==> src/design/conv_consts.svh <==
// shared constants of the binary 3x3 convolution engine, included by the rtl and the testbench
`ifndef CONV_CONSTS_SVH
`define CONV_CONSTS_SVH

// memory port widths
`define CONV_ADDR_W 12
`define CONV_WORD_W 16

// column index within one image row, rows are at most 16 wide
`define CONV_COL_W 4

// kernel side, the kernel is always square
`define CONV_K 3

// word read in place of a row count that ends the stream
`define CONV_END_MARKER 16'h00FF

// kernel word location in the weight memory
`define CONV_WEIGHT_ADDR 12'h001

// disagreement count at which a result bit goes to 0
`define CONV_MAJORITY 5

`endif

==> src/design/conv_pkg.sv <==
// shared types of the convolution engine, imported by the rtl modules
`include "conv_consts.svh"

package conv_pkg;

	// memory address and data
	typedef logic [`CONV_ADDR_W-1:0] addr_t;
	typedef logic [`CONV_WORD_W-1:0] word_t;

	// column position inside a row
	typedef logic [`CONV_COL_W-1:0] col_t;

	// kernel bits, bit 3i+c is row i column c
	typedef logic [`CONV_K*`CONV_K-1:0] kernel_t;

	// controller states
	typedef enum logic [3:0] {
		idle,
		read_kernel,
		read_rows,
		read_cols,
		load_row0,
		load_row1,
		load_row2,
		sweep,
		next_row,
		finish
	} ctrl_state_t;

endpackage

==> src/design/conv_ctrl.sv <==
// controller of the convolution engine that sequences header, kernel and row reads and sweeps columns
`timescale 1ns/1ps
`include "conv_consts.svh"

module conv_ctrl (
	input  logic             clk,
	input  logic             reset_b,
	input  logic             run,
	input  conv_pkg::word_t  input_read_data,
	input  logic             pipe_empty,
	output logic             busy,
	output conv_pkg::addr_t  input_read_address,
	output conv_pkg::addr_t  weight_read_address,
	output logic             load_kernel,
	output logic             shift_row,
	output conv_pkg::col_t   col,
	output logic             pix_valid,
	output logic             tag_valid,
	output conv_pkg::col_t   tag_col,
	output logic             tag_last,
	output conv_pkg::addr_t  tag_addr
);
	import conv_pkg::*;

	ctrl_state_t state;
	// output rows still to sweep in this image
	logic [4:0] rows_left;
	// last column presented in a sweep
	col_t last_col;
	// running output address across images
	addr_t out_addr;
	// pipe_empty one cycle back
	logic pipe_empty_q;
	logic header_end;
	logic col_done;

	assign header_end = (input_read_data == `CONV_END_MARKER);
	assign col_done = (col == last_col);

	// kernel sits at a fixed address
	assign weight_read_address = `CONV_WEIGHT_ADDR;

	// a row word is on the input bus in these states
	assign shift_row = (state == load_row0) | (state == load_row1) |
		(state == load_row2) | (state == next_row);

	assign pix_valid = (state == sweep);
	// window complete once K columns have gone in
	assign tag_valid = pix_valid & (col >= col_t'(`CONV_K - 1));
	assign tag_col = col - col_t'(`CONV_K - 1);
	assign tag_last = pix_valid & col_done;
	assign tag_addr = out_addr;

	always_ff @(posedge clk or negedge reset_b) begin
		if (!reset_b) begin
			state <= idle;
			busy <= 1'b0;
			input_read_address <= '0;
			out_addr <= '0;
			col <= '0;
			rows_left <= '0;
			last_col <= '0;
			load_kernel <= 1'b0;
			pipe_empty_q <= 1'b0;
		end else begin
			load_kernel <= 1'b0;
			pipe_empty_q <= pipe_empty;
			case (state)
				idle: begin
					// stream always starts at input address 0
					input_read_address <= '0;
					if (run) begin
						busy <= 1'b1;
						out_addr <= '0;
						state <= read_kernel;
					end
				end
				read_kernel: begin
					// kernel word arrives next cycle
					load_kernel <= 1'b1;
					input_read_address <= input_read_address + 1'b1;
					state <= read_rows;
				end
				read_rows: begin
					if (header_end) begin
						busy <= 1'b0;
						state <= idle;
					end else begin
						// R-2 output rows per image
						rows_left <= input_read_data[4:0] - 5'(`CONV_K - 1);
						input_read_address <= input_read_address + 1'b1;
						state <= read_cols;
					end
				end
				read_cols: begin
					last_col <= col_t'(input_read_data[4:0] - 5'd1);
					input_read_address <= input_read_address + 1'b1;
					state <= load_row0;
				end
				load_row0: begin
					input_read_address <= input_read_address + 1'b1;
					state <= load_row1;
				end
				load_row1: begin
					input_read_address <= input_read_address + 1'b1;
					state <= load_row2;
				end
				load_row2: begin
					// address now points at the next row or next header
					col <= '0;
					state <= sweep;
				end
				sweep: begin
					if (col_done) begin
						col <= '0;
						out_addr <= out_addr + 1'b1;
						if (rows_left == 5'd1) begin
							state <= finish;
						end else begin
							rows_left <= rows_left - 5'd1;
							state <= next_row;
						end
					end else begin
						col <= col + 1'b1;
					end
				end
				next_row: begin
					// new bottom row is shifted in this cycle
					input_read_address <= input_read_address + 1'b1;
					state <= sweep;
				end
				finish: begin
					// drained after two empty cycles in a row since some stages hold a tag unseen at the top
					if (pipe_empty & pipe_empty_q) begin
						// header word is already on the bus so the column count is fetched next
						input_read_address <= input_read_address + 1'b1;
						state <= read_rows;
					end
				end
				default: begin
					state <= idle;
				end
			endcase
		end
	end

endmodule

==> src/design/row_window.sv <==
// three-row image window of the convolution engine, feeds one column of bits per cycle to the array
`timescale 1ns/1ps
`include "conv_consts.svh"

module row_window (
	input  logic                clk,
	input  logic                reset_b,
	input  logic                shift_row,
	input  conv_pkg::word_t     new_row,
	input  conv_pkg::col_t      col,
	input  logic                pix_valid,
	output logic [`CONV_K-1:0]  pix_bits,
	output logic                pix_out_valid
);
	import conv_pkg::*;

	// rows[0] is the top row of the window
	word_t rows [`CONV_K];

	// upward shift, new row enters at the bottom
	always_ff @(posedge clk) begin
		if (shift_row) begin
			for (int i = 0; i < `CONV_K - 1; i++) begin
				rows[i] <= rows[i + 1];
			end
			rows[`CONV_K - 1] <= new_row;
		end
	end

	// bit i of the column comes from window row i
	always_ff @(posedge clk) begin
		if (pix_valid) begin
			for (int i = 0; i < `CONV_K; i++) begin
				pix_bits[i] <= rows[i][col];
			end
		end
	end

	always_ff @(posedge clk or negedge reset_b) begin
		if (!reset_b) begin
			pix_out_valid <= 1'b0;
		end else begin
			pix_out_valid <= pix_valid;
		end
	end

endmodule

==> src/design/conv_array.sv <==
// 3x3 systolic compare array, yields nine kernel mismatch bits per window with the window tag
`timescale 1ns/1ps
`include "conv_consts.svh"

module conv_array (
	input  logic                          clk,
	input  logic                          reset_b,
	input  logic                          load_kernel,
	input  conv_pkg::kernel_t             kernel,
	input  logic [`CONV_K-1:0]            pix_bits,
	input  logic                          pix_in_valid,
	input  logic                          tag_valid,
	input  conv_pkg::col_t                tag_col,
	input  logic                          tag_last,
	input  conv_pkg::addr_t               tag_addr,
	output logic [`CONV_K*`CONV_K-1:0]    mismatch,
	output logic                          mm_valid,
	output conv_pkg::col_t                mm_col,
	output logic                          mm_last,
	output conv_pkg::addr_t               mm_addr
);
	import conv_pkg::*;

	// window reg, shift, compare reg
	localparam int tag_depth = 3;

	kernel_t kernel_q;
	// win[i][c] is row i, column c of the current window
	logic [`CONV_K-1:0][`CONV_K-1:0] win;
	logic [tag_depth-1:0] tag_v;
	logic [tag_depth-1:0] tag_l;
	col_t tag_c [tag_depth];
	addr_t tag_a [tag_depth];

	always_ff @(posedge clk) begin
		if (load_kernel) begin
			kernel_q <= kernel;
		end
	end

	// data moves from the newest cell toward column 0
	always_ff @(posedge clk) begin
		if (pix_in_valid) begin
			for (int i = 0; i < `CONV_K; i++) begin
				win[i][`CONV_K - 1] <= pix_bits[i];
				for (int c = 0; c < `CONV_K - 1; c++) begin
					win[i][c] <= win[i][c + 1];
				end
			end
		end
	end

	// one xor per cell
	always_ff @(posedge clk) begin
		for (int i = 0; i < `CONV_K; i++) begin
			for (int c = 0; c < `CONV_K; c++) begin
				mismatch[`CONV_K*i + c] <= kernel_q[`CONV_K*i + c] ^ win[i][c];
			end
		end
	end

	// tag travels alongside the data
	always_ff @(posedge clk or negedge reset_b) begin
		if (!reset_b) begin
			tag_v <= '0;
		end else begin
			tag_v <= {tag_v[tag_depth-2:0], tag_valid};
		end
	end

	always_ff @(posedge clk) begin
		tag_l <= {tag_l[tag_depth-2:0], tag_last};
		tag_c[0] <= tag_col;
		tag_a[0] <= tag_addr;
		for (int s = 1; s < tag_depth; s++) begin
			tag_c[s] <= tag_c[s - 1];
			tag_a[s] <= tag_a[s - 1];
		end
	end

	assign mm_valid = tag_v[tag_depth-1];
	assign mm_last = tag_l[tag_depth-1];
	assign mm_col = tag_c[tag_depth-1];
	assign mm_addr = tag_a[tag_depth-1];

endmodule

==> src/design/majority_vote.sv <==
// two-stage full adder tree, turns nine mismatch bits into one majority result bit
`timescale 1ns/1ps
`include "conv_consts.svh"

module majority_vote (
	input  logic                        clk,
	input  logic                        reset_b,
	input  logic [`CONV_K*`CONV_K-1:0]  mismatch,
	input  logic                        mm_valid,
	input  conv_pkg::col_t              mm_col,
	input  logic                        mm_last,
	input  conv_pkg::addr_t             mm_addr,
	output logic                        result_bit,
	output logic                        res_valid,
	output conv_pkg::col_t              res_col,
	output logic                        res_last,
	output conv_pkg::addr_t             res_addr
);
	import conv_pkg::*;

	// stage 1, one adder per kernel row
	logic [`CONV_K-1:0] s1_sum;
	logic [`CONV_K-1:0] s1_carry;
	// stage 2 weights 1, 2, 2, 4
	logic s2_ones;
	logic s2_twos_a;
	logic s2_twos_b;
	logic s2_fours;
	logic [3:0] count;
	logic mid_valid;
	logic mid_last;
	col_t mid_col;
	addr_t mid_addr;

	// {carry, sum}
	function automatic logic [1:0] full_add(input logic a, input logic b, input logic cin);
		return {(a & b) | (a & cin) | (b & cin), a ^ b ^ cin};
	endfunction

	always_ff @(posedge clk) begin
		for (int i = 0; i < `CONV_K; i++) begin
			{s1_carry[i], s1_sum[i]} <= full_add(mismatch[`CONV_K*i],
				mismatch[`CONV_K*i + 1], mismatch[`CONV_K*i + 2]);
		end
		{s2_twos_a, s2_ones} <= full_add(s1_sum[0], s1_sum[1], s1_sum[2]);
		{s2_fours, s2_twos_b} <= full_add(s1_carry[0], s1_carry[1], s1_carry[2]);
	end

	// total disagreements, 0 to 9
	assign count = {3'b000, s2_ones} + {2'b00, s2_twos_a, 1'b0} +
		{2'b00, s2_twos_b, 1'b0} + {1'b0, s2_fours, 2'b00};
	assign result_bit = (count < `CONV_MAJORITY);

	// tag follows the two adder stages
	always_ff @(posedge clk or negedge reset_b) begin
		if (!reset_b) begin
			mid_valid <= 1'b0;
			res_valid <= 1'b0;
		end else begin
			mid_valid <= mm_valid;
			res_valid <= mid_valid;
		end
	end

	always_ff @(posedge clk) begin
		mid_last <= mm_last;
		mid_col <= mm_col;
		mid_addr <= mm_addr;
		res_last <= mid_last;
		res_col <= mid_col;
		res_addr <= mid_addr;
	end

endmodule

==> src/design/row_packer.sv <==
// gathers result bits into one output word per output row and writes it to the output memory
`timescale 1ns/1ps

module row_packer (
	input  logic             clk,
	input  logic             reset_b,
	input  logic             result_bit,
	input  logic             res_valid,
	input  conv_pkg::col_t   res_col,
	input  logic             res_last,
	input  conv_pkg::addr_t  res_addr,
	output conv_pkg::addr_t  output_write_address,
	output conv_pkg::word_t  output_write_data,
	output logic             output_write_enable,
	output logic             pipe_empty
);
	import conv_pkg::*;

	// partial row, bits past C-3 never set
	word_t acc;
	word_t acc_next;
	// some bits of a row received, write still to come
	logic holding;

	always_comb begin
		acc_next = acc;
		acc_next[res_col] = result_bit;
	end

	always_ff @(posedge clk or negedge reset_b) begin
		if (!reset_b) begin
			acc <= '0;
			holding <= 1'b0;
			output_write_enable <= 1'b0;
		end else begin
			output_write_enable <= res_valid & res_last;
			if (res_valid) begin
				if (res_last) begin
					// clear for the next row
					acc <= '0;
					holding <= 1'b0;
				end else begin
					acc <= acc_next;
					holding <= 1'b1;
				end
			end
		end
	end

	// word and address for the write one cycle after the last bit
	always_ff @(posedge clk) begin
		if (res_valid & res_last) begin
			output_write_data <= acc_next;
			output_write_address <= res_addr;
		end
	end

	assign pipe_empty = ~holding & ~output_write_enable;

endmodule

==> src/design/conv_top.sv <==
// top of the binary 3x3 convolution engine, connects controller and datapath to the three memories
`timescale 1ns/1ps
`include "conv_consts.svh"

module conv_top (
	input  logic             clk,
	input  logic             reset_b,
	input  logic             run,
	output logic             busy,
	output conv_pkg::addr_t  input_read_address,
	input  conv_pkg::word_t  input_read_data,
	output conv_pkg::addr_t  weight_read_address,
	input  conv_pkg::word_t  weight_read_data,
	output conv_pkg::addr_t  output_write_address,
	output conv_pkg::word_t  output_write_data,
	output logic             output_write_enable
);
	import conv_pkg::*;

	logic load_kernel;
	logic shift_row;
	logic pix_valid;
	logic tag_valid;
	logic tag_last;
	logic pipe_empty;
	logic packer_empty;
	col_t col;
	col_t tag_col;
	addr_t tag_addr;
	kernel_t kernel;
	logic [`CONV_K-1:0] pix_bits;
	logic pix_out_valid;
	logic [`CONV_K*`CONV_K-1:0] mismatch;
	logic mm_valid;
	logic mm_last;
	col_t mm_col;
	addr_t mm_addr;
	logic result_bit;
	logic res_valid;
	logic res_last;
	col_t res_col;
	addr_t res_addr;

	// kernel bits are the low bits of the weight word
	assign kernel = weight_read_data[`CONV_K*`CONV_K-1:0];

	// nothing in flight in any visible stage, packer idle
	assign pipe_empty = ~(tag_valid | pix_out_valid | mm_valid | res_valid) & packer_empty;

	conv_ctrl u_ctrl (
		.clk                 (clk),
		.reset_b             (reset_b),
		.run                 (run),
		.input_read_data     (input_read_data),
		.pipe_empty          (pipe_empty),
		.busy                (busy),
		.input_read_address  (input_read_address),
		.weight_read_address (weight_read_address),
		.load_kernel         (load_kernel),
		.shift_row           (shift_row),
		.col                 (col),
		.pix_valid           (pix_valid),
		.tag_valid           (tag_valid),
		.tag_col             (tag_col),
		.tag_last            (tag_last),
		.tag_addr            (tag_addr)
	);

	// row words go straight from the input bus into the window
	row_window u_window (
		.clk           (clk),
		.reset_b       (reset_b),
		.shift_row     (shift_row),
		.new_row       (input_read_data),
		.col           (col),
		.pix_valid     (pix_valid),
		.pix_bits      (pix_bits),
		.pix_out_valid (pix_out_valid)
	);

	conv_array u_array (
		.clk          (clk),
		.reset_b      (reset_b),
		.load_kernel  (load_kernel),
		.kernel       (kernel),
		.pix_bits     (pix_bits),
		.pix_in_valid (pix_out_valid),
		.tag_valid    (tag_valid),
		.tag_col      (tag_col),
		.tag_last     (tag_last),
		.tag_addr     (tag_addr),
		.mismatch     (mismatch),
		.mm_valid     (mm_valid),
		.mm_col       (mm_col),
		.mm_last      (mm_last),
		.mm_addr      (mm_addr)
	);

	majority_vote u_vote (
		.clk        (clk),
		.reset_b    (reset_b),
		.mismatch   (mismatch),
		.mm_valid   (mm_valid),
		.mm_col     (mm_col),
		.mm_last    (mm_last),
		.mm_addr    (mm_addr),
		.result_bit (result_bit),
		.res_valid  (res_valid),
		.res_col    (res_col),
		.res_last   (res_last),
		.res_addr   (res_addr)
	);

	row_packer u_packer (
		.clk                  (clk),
		.reset_b              (reset_b),
		.result_bit           (result_bit),
		.res_valid            (res_valid),
		.res_col              (res_col),
		.res_last             (res_last),
		.res_addr             (res_addr),
		.output_write_address (output_write_address),
		.output_write_data    (output_write_data),
		.output_write_enable  (output_write_enable),
		.pipe_empty           (packer_empty)
	);

endmodule

==> config.mk <==
export PLATFORM = sky130hd
export DESIGN_NAME = conv_top
export DESIGN_NICKNAME = d
export VERILOG_FILES = /design/src/design/conv_pkg.sv /design/src/design/conv_ctrl.sv /design/src/design/row_window.sv /design/src/design/conv_array.sv /design/src/design/majority_vote.sv /design/src/design/row_packer.sv /design/src/design/conv_top.sv
export VERILOG_INCLUDE_DIRS = /design/src /design/src/design
export SDC_FILE = /design/constraint.sdc
export NUM_CORES = 1
export LEC_CHECK = 0
export ABC_AREA = 1
export BUFFER_PORTS_ARGS = -buffer_cell sky130_fd_sc_hd__buf_4
export CAP_MARGIN = 30
export CORE_ASPECT_RATIO = 1.75
export CORE_MARGIN = 10
export CORE_UTILIZATION = 40
export DETAILED_ROUTE_END_ITERATION = 7
export SLEW_MARGIN = 30
export SYNTH_ARGS = -nofsm -noshare
export SYNTH_HDL_FRONTEND = slang
export SYNTH_SLANG_ARGS = --single-unit
==> constraint.sdc <==
create_clock -name clk -period 5.8 [get_ports clk]
set_clock_uncertainty 0.2 [all_clocks]
set_input_delay 0.87 -clock clk [delete_from_list [all_inputs] [get_ports clk]]
set_output_delay 0.87 -clock clk [all_outputs]
set_load 0.01 [all_outputs]
* Yosys cells after proc, flatten, opt, wreduce, memory -nomap -nowiden
Memory sizes are Yosys's and may differ from the RTL's. A register that Yosys moved wholly into a read port is not among the register bits.
Cells that the tools add are included.
** Operators by class
- Reduce and logical (&&, ||, !) cells :: 14
- Bitwise gates (word level) :: 59
- Equality and inequality tests :: 18
- Add/sub/neg operators :: 10
- Magnitude comparators :: 5
- Multiplexer cells :: 35
** Operator list (count)
- $mux 12 :: 4
- $pmux 12 s4 :: 1
- $pmux 4 s9 :: 1
- $add 12x1->12 const B :: 2
- $pmux 12 s2 :: 1
- $and 1x1->1 :: 21
- $xor 1x1->1 :: 19
- $bwmux 16 :: 1
- $eq 16x8->1 const B :: 1
- $eq 4x3->1 const B :: 4
- $mux 16 :: 1
- $mux 4 :: 4
- $or 1x1->1 :: 16
- $mux 5 :: 3
- $bmux 1 s4 :: 3
- $reduce_and 3->1 :: 4
- $mux 1 :: 11
- $lt 4x5->1 const B :: 2
- $pmux 5 s2 :: 1
- $eq 4x2->1 const B :: 2
- $eq 4x4->1 const B :: 2
- $ne 2x2->1 const B :: 4
- $pmux 4 s2 :: 1
- $reduce_bool 2->1 :: 4
- other kinds (25) :: 28
** Word-level totals
- Output and inout port bits :: 54
- Bits in writable memories :: 96
- Memories :: 3
- Word-level logic and storage cells :: 179
- Bits in registers :: 157
- Input bits :: 35
** Memories
- u_window.rows :: words 3, bits a word 16, rd ports 3, clocked after memory_dff 0, wr ports 3, RTL line row_window.sv:18 : word_t rows [`CONV_K];
- u_array.tag_a :: words 3, bits a word 12, rd ports 3, clocked after memory_dff 1, wr ports 3, RTL line conv_array.sv:33 : addr_t tag_a [tag_depth];
- u_array.tag_c :: words 3, bits a word 4, rd ports 3, clocked after memory_dff 1, wr ports 3, RTL line conv_array.sv:32 : col_t tag_c [tag_depth];

* Logic depth before layout (Yosys ltp)
Gate-level depths: netlist of the first run.
- Depth in word-level cells :: 10
- Gate-level depth with buffers :: 12
- Depth with buffers taken out :: 10

* Cells and area by module
From an unflattened synthesis of the first run, not the netlist that was laid out.
** Second synthesis, totals
- Cells, all modules :: 1048
- Area, all modules :: 10511.3 µm²
** By module, submodules not included
- conv_ctrl :: instances 1, seq. area each 1101.1 µm², cells an instance 448, area each 3131.8 µm²
- row_window :: instances 1, seq. area each 1556.5 µm², cells an instance 198, area each 2184.6 µm²
- conv_array :: instances 1, seq. area each 1816.7 µm², cells an instance 142, area each 2105.8 µm²
- row_packer :: instances 1, seq. area each 1291.2 µm², cells an instance 197, area each 1995.7 µm²
- majority_vote :: instances 1, seq. area each 930.9 µm², cells an instance 57, area each 1071.0 µm²
- conv_top :: instances 1, seq. area each 0.0 µm², cells an instance 6, area each 22.5 µm²

* Worst setup path before layout of the first run
OpenSTA, ideal clock, no wires.
- Path kind :: flip-flop to flip-flop
- Start :: reg u_ctrl.state[1]
- End :: mem u_window.rows[0][0] (netlist name), enable pin
- Clock period less this slack :: 4761 ps
- Cell stages (with the launch flop) :: 5
- Data arrival time :: 4041 ps
- Path buffers :: 1
- Library setup time :: 520 ps
- Setup slack :: 1039 ps
- Data required time :: 5080 ps
- Cell sequence :: dfrtp_1 > buf_4 > nand2_2 > inv_1 > o21ai_0
** RTL lines
- from (decl) :: RTL line conv_ctrl.sv:25 : ctrl_state_t state;
- from (signal assigned) :: RTL line conv_ctrl.sv:56 : state <= idle;
- from (signal assigned) :: RTL line conv_ctrl.sv:75 : state <= read_kernel;
- from (signal assigned) :: RTL line conv_ctrl.sv:82 : state <= read_rows;
- to (decl) :: RTL line row_window.sv:18

* Worst setup path in the final report of the first run
- Start :: reg u_ctrl.col[2]
- End :: reg u_ctrl.input_read_address[8]
** Between the ends
- Longest elaborated chain between the ends :: 10
** Ends and longest elaborated chain
- from (decl) :: RTL line conv_ctrl.sv:16 : output conv_pkg::col_t col,
- from (signal assigned) :: RTL line conv_ctrl.sv:124 : col <= col + 1'b1;
- $ge 4x2->1 :: RTL line conv_ctrl.sv:49 : assign tag_valid = pix_valid & (col >= col_t'(`CONV_K - 1));
- $and 1x1->1 :: RTL line conv_ctrl.sv:49
- $or 1x1->1 (3 in series) :: RTL line conv_top.sv:48 : assign pipe_empty = ~(tag_valid | pix_out_valid | mm_valid | res_valid) & packer_empty;
- $not 1->1 :: RTL line conv_top.sv:48
- $and 1x1->1 :: RTL line conv_top.sv:48
- $and 1x1->1 :: RTL line conv_ctrl.sv:134 : if (pipe_empty & pipe_empty_q) begin
- $ne 2x1->1 (no line)
- $reduce_and 3->1 (no line)
- to (signal assigned) :: RTL line conv_ctrl.sv:105 : input_read_address <= input_read_address + 1'b1;
- to (signal assigned) :: RTL line conv_ctrl.sv:129 : input_read_address <= input_read_address + 1'b1;
- to (signal assigned) :: RTL line conv_ctrl.sv:136 : input_read_address <= input_read_address + 1'b1;
- to (decl) :: RTL line conv_ctrl.sv:12 : output conv_pkg::addr_t input_read_address,
Every way passes these cells.
A chain may end at the register's enable or synchronous reset.

==> results of run 1 <==
## flip-flops by register name (all words and copies together) (netlist names), 5 cells and up
name                           flops
u_packer.output_write_data        16
u_window.rows                     48
u_vote.res_addr                   12
u_ctrl.tag_addr                   12
u_array.tag_c                     12
u_packer.output_write_address     12
u_ctrl.input_read_address         12
u_array.tag_a                     36
u_array.mismatch                   9
u_array.kernel_q                   9
u_array.win                        9
u_ctrl.rows_left                   5
u_vote.mid_addr                   12
u_packer.acc                      16
## through the flow
stage	instance area, µm²	util
global placement	10560	0.4380
floorplan	9849	-
finish	11400	0.4728
detailed placement	10560	0.4380
global route	11400	0.4728
CTS	11400	0.4726
## cell type report
type                    count  area (µm²)
inverters                  91       344.1
clock inverters            12       162.7
repair buffers             72       544.3
clock buffers              32       671.9
well taps                 308       385.4
multi-input cells         491        2599
flip-flops and latches    269        6696
fillers                  2194       12710
## worst max-delay path, delay by kind of cell (launching register included)
kind                       cells  cell delay, ns
adders and majority gates      1            0.26
and+or+nand+nor                6            0.52
DFF                            1            0.58
buffers and inverters          1            0.29
AOI/OAI and AO/OA              1            0.52
## metal layers
metal / track usage / vias to the layer above
met3: 0.02253 / 24
met4: 0.04812 / 0
li1: - / 2995
met1: 0.1166 / 2799
met2: 0.2031 / 107
met5: 0 / -
## layout by cell type, fill, tap and decap left out, types with 3 or more instances in the layout
| cell | n |
|---|---|
| sky130_fd_sc_hd__o21ai_2 | 6 |
| sky130_fd_sc_hd__nor2_1 | 82 |
| sky130_fd_sc_hd__inv_1 | 85 |
| sky130_fd_sc_hd__inv_6 | 3 |
| sky130_fd_sc_hd__clkbuf_16 | 25 |
| sky130_fd_sc_hd__nor2_2 | 3 |
| sky130_fd_sc_hd__buf_4 | 71 |
| sky130_fd_sc_hd__conb_1 | 12 |
| sky130_fd_sc_hd__bufinv_16 | 3 |
| sky130_fd_sc_hd__nand3_1 | 41 |
| sky130_fd_sc_hd__nand3_2 | 4 |
| sky130_fd_sc_hd__o211ai_1 | 6 |
| sky130_fd_sc_hd__nor3_1 | 10 |
| sky130_fd_sc_hd__o21ai_0 | 56 |
| sky130_fd_sc_hd__dfrtp_1 | 68 |
| sky130_fd_sc_hd__clkbuf_1 | 5 |
| sky130_fd_sc_hd__dfxtp_1 | 104 |
| sky130_fd_sc_hd__inv_2 | 5 |
| sky130_fd_sc_hd__nand2_2 | 7 |
| sky130_fd_sc_hd__nand2_1 | 161 |
| sky130_fd_sc_hd__ha_1 | 14 |
| sky130_fd_sc_hd__xnor2_1 | 5 |
| sky130_fd_sc_hd__clkinv_2 | 3 |
| sky130_fd_sc_hd__a21oi_1 | 11 |
| sky130_fd_sc_hd__nand4_1 | 7 |
| sky130_fd_sc_hd__o21a_1 | 3 |
| sky130_fd_sc_hd__edfxtp_1 | 97 |
| sky130_fd_sc_hd__nor2_4 | 3 |
| sky130_fd_sc_hd__o22ai_1 | 23 |
| sky130_fd_sc_hd__fa_1 | 5 |
| sky130_fd_sc_hd__xor2_1 | 26 |
## logic make-up (layout without fill, tap and decap cells)
group / after synthesis / after routing
buffers and inverters: 123 / 207
AND/OR/NAND/NOR: 321 / 321
XOR/XNOR: 31 / 31
flip-flops: 269 / 269
multiplexers: 1 / 1
other: 2 / 12
adder cells (fa/ha/maj): 19 / 19
AO/OA/AOI/OAI: 107 / 107
## power by group
part	leakage (nW)	total (W)	internal (W)	switching (W)
Clock	0.403	0.00165	0.000961	0.000684
Sequential	2.68	0.00297	0.00267	0.000297
Combinational	1.92	0.00120	0.000405	0.000795
Total	5.00	0.00581	0.00404	0.00178
## path summary, 6_finish.rpt
path                                startpoint                      endpoint  slack (ns)  cells after the start
max                              u_ctrl.col[2]  u_ctrl.input_read_address[8]        3.34                      9
min                        u_array.tag_a[0][2]           u_array.tag_a[1][2]        0.12                      0
max reg2reg                      u_ctrl.col[2]  u_ctrl.input_read_address[8]        3.34                      9
min reg2reg                u_array.tag_a[0][2]           u_array.tag_a[1][2]        0.12                      0
max in group asynchronous              reset_b           u_ctrl.tag_addr[10]        4.77                      1
min in group asynchronous              reset_b  u_ctrl.input_read_address[8]        0.16                      1
==> out/metrics.json, run 1 <==
{
  "flow_run": {
    "cap_viol_max_count": 0
  },
  "worst_setup_path": {
    "critPathRequiredTime_ns": 6.05,
    "crit_path_frequent_cell": "sky130_fd_sc_hd__nand2_1",
    "worst_ep_arrival_time_ns": 2.70,
    "list_of_cells_traversed_by_the_critical_path": "inv_1 -> ha_1 -> nand2_1 -> nand3_1 -> nand2_1 -> nand3_2 -> a21oi_2 -> nand2_1 -> nand2_1",
    "worst_setup_path_start_kind": "register",
    "timing.setup.critical_path_class": "reg2reg",
    "critical-path-max-stage-delay_ns": 0.58,
    "crit_path_max_fanout": 12,
    "worstSetupEndpointType": "register",
    "cpMaxStageDelayCell": "sky130_fd_sc_hd__dfrtp_1"
  },
  "floorplanning": {
    "die_height_um": 227.2,
    "die_width_um": 138.4,
    "rows": 75,
    "initial_core_util": 0.4068,
    "io_pins": 89,
    "design.die.area_um2": 31440,
    "core_um2": 24120
  },
  "yosys": {
    "most_used_standard_cell_by_instance_count_after_synthesis": "sky130_fd_sc_hd__nand2_1",
    "yosys_warnings": 0,
    "post_synth.cell_area_avg_um2": 11.24,
    "post_synth_fa_ha_maj_area_fraction": 0.02805,
    "synth_compound_area_frac": 0.06248,
    "number_of_synthesized_register_bits": 269,
    "yosys.area_share.simple": 0.1396,
    "yosys-top-cells-area": "sky130_fd_sc_hd__edfxtp_1 30%, sky130_fd_sc_hd__dfxtp_1 21%, sky130_fd_sc_hd__dfrtp_1 17%",
    "post_synth_most_frequent_cells": "161 x sky130_fd_sc_hd__nand2_1, 104 x sky130_fd_sc_hd__dfxtp_1, 97 x sky130_fd_sc_hd__edfxtp_1",
    "synthXorXnorAreaFrac": 0.02767,
    "synth_top_flop_cell": "sky130_fd_sc_hd__dfxtp_1",
    "post_synth_mux_area_share": 0.001020,
    "synth_top_family_by_area": "simple AND/OR/NAND/NOR gates",
    "netlist.top_cell.by_area": "sky130_fd_sc_hd__edfxtp_1",
    "synthDistinctLibCells": 36,
    "postSynth.asyncResetShare": 0.2528,
    "syn_inst": 873,
    "mapped_cell_area_um2": 9812,
    "synth_edf_count": 97,
    "synth-seq-area-share": 0.6825,
    "yosys.area.top_type_share": 0.2969
  },
  "layout": {
    "final_cell_count_no_fill": 1275,
    "layout-drive-gt1-share": 0.1489,
    "final_net_count": 1003,
    "insertedDiodeCount": 0,
    "area_growth_syn_to_layout_pct": 16.22
  },
  "timing": {
    "hold-worst-slack_ns": 0.1242,
    "max_freq_mhz": 407.2,
    "report.final.setup_viol": 0,
    "finalWorstSetupSlack_ns": 3.344,
    "hold_viol_final": 0,
    "finalWorstPathRequiredPeriod_ns": 2.456,
    "rsz_0062_raised_after_global_routing": "no",
    "maxSlewViolCount": 0,
    "relSlewSlack": 0.4521,
    "fin_setup_tns_ns": 0,
    "layout_worst_path_cycle_share": 0.4234,
    "worstMarginPinSlew_ns": 0.8218
  },
  "clock_tree": {
    "htreeDepth": 1,
    "clkTransAtPathRegs_ns": 0.07,
    "clk-insertion-delay-late_ns": 0.53,
    "cts_tree": "done",
    "number_of_gates_resized_after_cts": 0,
    "clock_tree.buffer_depth": 3,
    "numCtsBuffers": 24,
    "cts_root_buf": "sky130_fd_sc_hd__clkbuf_16",
    "post_cts.repair.setup_buffers": 0,
    "cts.hold.buffers_added": 0,
    "clock_sink_count": 269
  },
  "detailed_routing": {
    "drt_first_iter_violations": 381,
    "wl_met3_um": 935,
    "via_count_normalized_by_instance_count": 4.647,
    "ant_nets": 0,
    "wl_met1_um": 6700,
    "dr_total_vias": 5925,
    "dr_wl_met2_um": 9339,
    "drc": 0,
    "wl_per_cell_um": 13.61,
    "drt_first_pass_iters": 5,
    "topRoutingLayerUsed": "met4",
    "route.final.wire_length_um": 17360
  },
  "power": {
    "peakVddDrop_mv": 0.2109,
    "total_power_w": 0.005812,
    "power.density_nw_per_um2": 509.7,
    "leak_pwr_nw": 5.001
  },
  "grt": {
    "grt_start_max_net_pins": 69,
    "antenna_found_initial": 0,
    "sum_of_overflow_across_all_layers_after_global_routing": 0,
    "grt_first_pass_wirelength_um": 28740,
    "grt_pass1_vias": 5915,
    "grt_util_all_layers": 0.1093
  },
  "placement": {
    "place.gp.congestion": 0.8390,
    "dpl.cell_count": 1231,
    "place.detailed.hpwl_um": 11760,
    "numPortBuffers": 69,
    "post-place-ws_ns": 3.194
  },
  "min_path": {
    "hold_path_class": "reg2reg"
  },
  "status": {
    "run_status": "finished clean"
  }
}
Note: power is estimated with default switching activity, not from simulation.
==> inputs of run 2 (changes only) <==
clock period = 2 ns   (was 5.8 ns; I/O delays follow)
==> out/metrics.json, run 2 (same netlist as run 1, synthesis figures left out) <==
{
  "layout": {
    "area_growth_syn_to_layout_pct": 21.93,
    "largest_register_ff_count": 48,
    "final_net_count": 1051,
    "nFillCells": 2164,
    "largest-register": "u_window.rows",
    "layout-drive-gt1-share": 0.1695,
    "insertedDiodeCount": 0,
    "largest_registers": "u_window.rows x48, u_array.tag_a x36",
    "final_cell_mix": "160 x sky130_fd_sc_hd__nand2_1, 104 x sky130_fd_sc_hd__dfxtp_1, 97 x sky130_fd_sc_hd__edfxtp_1",
    "multi_input_area_um2": 2636,
    "final_common_cell": "sky130_fd_sc_hd__nand2_1",
    "ff_latch_area_um2": 6698,
    "finish.instance_area_um2": 11960
  },
  "detailed_routing": {
    "via_count_normalized_by_instance_count": 4.605,
    "wl_per_cell_um": 13.62,
    "drt_first_iter_violations": 365,
    "dr_total_vias": 6093,
    "route.final.wire_length_um": 18020,
    "drc": 0,
    "ant_nets": 0,
    "drt_first_pass_iters": 4
  },
  "grt": {
    "grt_util_all_layers": 0.1126,
    "grt_pass1_vias": 6076,
    "antenna_found_initial": 0,
    "grt_first_pass_wirelength_um": 29630,
    "sum_of_overflow_across_all_layers_after_global_routing": 0,
    "grt_start_max_net_pins": 49
  },
  "timing": {
    "report.final.setup_viol": 0,
    "hold_viol_final": 0,
    "fin_setup_tns_ns": 0,
    "hold-worst-slack_ns": 0.07899,
    "maxSlewViolCount": 0,
    "layout_worst_path_cycle_share": 0.9309,
    "max_freq_mhz": 537.1,
    "finalWorstPathRequiredPeriod_ns": 1.862,
    "finalWorstSetupSlack_ns": 0.1382,
    "rsz_0062_raised_after_global_routing": "no"
  },
  "placement": {
    "numPortBuffers": 69,
    "postPlaceCellArea_um2": 10760,
    "post-place-ws_ns": -0.03576,
    "place.detailed.hpwl_um": 12300,
    "place.gp.congestion": 0.8538
  },
  "worst_setup_path": {
    "worst_setup_path_start_kind": "register",
    "crit_path_max_fanout": 48,
    "timing.setup.critical_path_class": "reg2reg",
    "critPathRequiredTime_ns": 2.00,
    "worstSetupEndpointType": "register",
    "startpoint_of_the_worst_slack_reg_to_reg_timing_path": "u_ctrl.state[1]",
    "worst_reg_to_reg_setup_slack_ns": 0.14,
    "worst_ep_arrival_time_ns": 1.86,
    "critPathCapture": "u_window.rows[0][34]",
    "reg2reg_depth": 4,
    "reg2reg_to": "u_window.rows[0][34]",
    "crit_path_start": "u_ctrl.state[1]"
  },
  "status": {
    "run_status": "finished clean"
  },
  "power": {
    "internal-power_w": 0.01211,
    "share_clk_of_total_power": 0.282,
    "peakVddDrop_mv": 0.7147,
    "seqPwrFrac": 0.493,
    "total_power_w": 0.01733,
    "switching_share": 0.3011,
    "power.combinational.fraction": 0.225,
    "leak_pwr_nw": 5.282,
    "power_switching_w": 0.005218,
    "power.density_nw_per_um2": 1449
  },
  "clock_tree": {
    "clk-insertion-delay-late_ns": 0.51,
    "numCtsBuffers": 24,
    "clkTransAtPathRegs_ns": 0.07,
    "clock_sink_count": 269,
    "htreeDepth": 1,
    "clock_tree.buffer_depth": 3,
    "cts_root_buf": "sky130_fd_sc_hd__clkbuf_16",
    "cts_tree": "done"
  },
  "floorplanning": {
    "initial_core_util": 0.4068,
    "core_um2": 24120,
    "die_width_um": 138.4,
    "io_pins": 89,
    "die_height_um": 227.2,
    "rows": 75,
    "design.die.area_um2": 31440
  },
  "flow_run": {
    "cap_viol_max_count": 0
  },
  "min_path": {
    "hold_path_class": "in2async"
  }
}
==> run 2: changes by cell type in the layout (fill, tap and decap cells not counted), moves of 3 or more <==
cell / change
sky130_fd_sc_hd__buf_4: +18
sky130_fd_sc_hd__dlygate4sd3_1: +27
sky130_fd_sc_hd__buf_12: +4
sky130_fd_sc_hd__inv_4: +3
sky130_fd_sc_hd__clkbuf_1: -4
sky130_fd_sc_hd__clkbuf_16: +5
==> run 2: final cells by class <==
type                    instances  share of cell area
clock inverters                10            0.007007
repair buffers                120             0.08513
flip-flops and latches        269              0.5598
multi-input cells             491              0.2204
clock buffers                  34             0.06651
inverters                      91             0.02897
well taps                     308             0.03221
==> run 2: worst max-delay path, stage by stage (launching register included) <==
cell,delay (ns)
sky130_fd_sc_hd__dfrtp_2,0.49
sky130_fd_sc_hd__nor2_1,0.22
sky130_fd_sc_hd__nand3_1,0.20
sky130_fd_sc_hd__o21ai_4,0.12
sky130_fd_sc_hd__buf_12,0.26
==> run 2: through the flow <==
| step | utilization | cells |
|---|---|---|
| 6_report | 0.4961 | 1323 |
| 5_1_grt | 0.4961 | 1323 |
| 4_1_cts | 0.4943 | 1322 |
| 3_5_place_dp | 0.4462 | 1251 |
| 3_3_place_gp | 0.4461 | 1251 |
| 2_1_floorplan | - | 883 |
==> run 2: what timing repair did <==
action                                  CTS  global route
endpoints found under the setup margin   20            64
hold buffers                             27             0
setup buffers                             0             1
pin swaps                                 0             0
resized for setup                         2             5
endpoints found under the hold margin    99             0
gates cloned                              0             0
==> run 2: worst min-delay path by stage <==
stage	from	end	slack, ns
after floorplan	reset_b	u_array.tag_v[0]	-0.20
after CTS	reset_b	u_ctrl.input_read_address[10]	0.08
after global placement	reset_b	u_ctrl.input_read_address[10]	0.1
after global routing	reset_b	u_ctrl.input_read_address[10]	0.12
final	reset_b	u_ctrl.input_read_address[10]	0.08
after detailed placement	reset_b	u_ctrl.input_read_address[10]	0.10
==> run 2: per-layer routing <==
metal	track usage	routed length [µm]	up-vias
li1	-	-	3085
met2	0.2153	9962	95
met4	0.04608	408	0
met3	0.01669	681	28
met5	0	0	-
met1	0.1206	6966	2885
==> run 2: power by group through the flow <==
stage / Clock, W / Combinational, W / Sequential [W]
after floorplan: 0 / 0.00288 / 0.00844
after global placement: 0 / 0.00369 / 0.00860
final: 0.00489 / 0.00390 / 0.00854
after detailed placement: 0 / 0.00381 / 0.00867
after CTS: 0.00506 / 0.00391 / 0.00856
after global routing: 0.00525 / 0.00450 / 0.00874
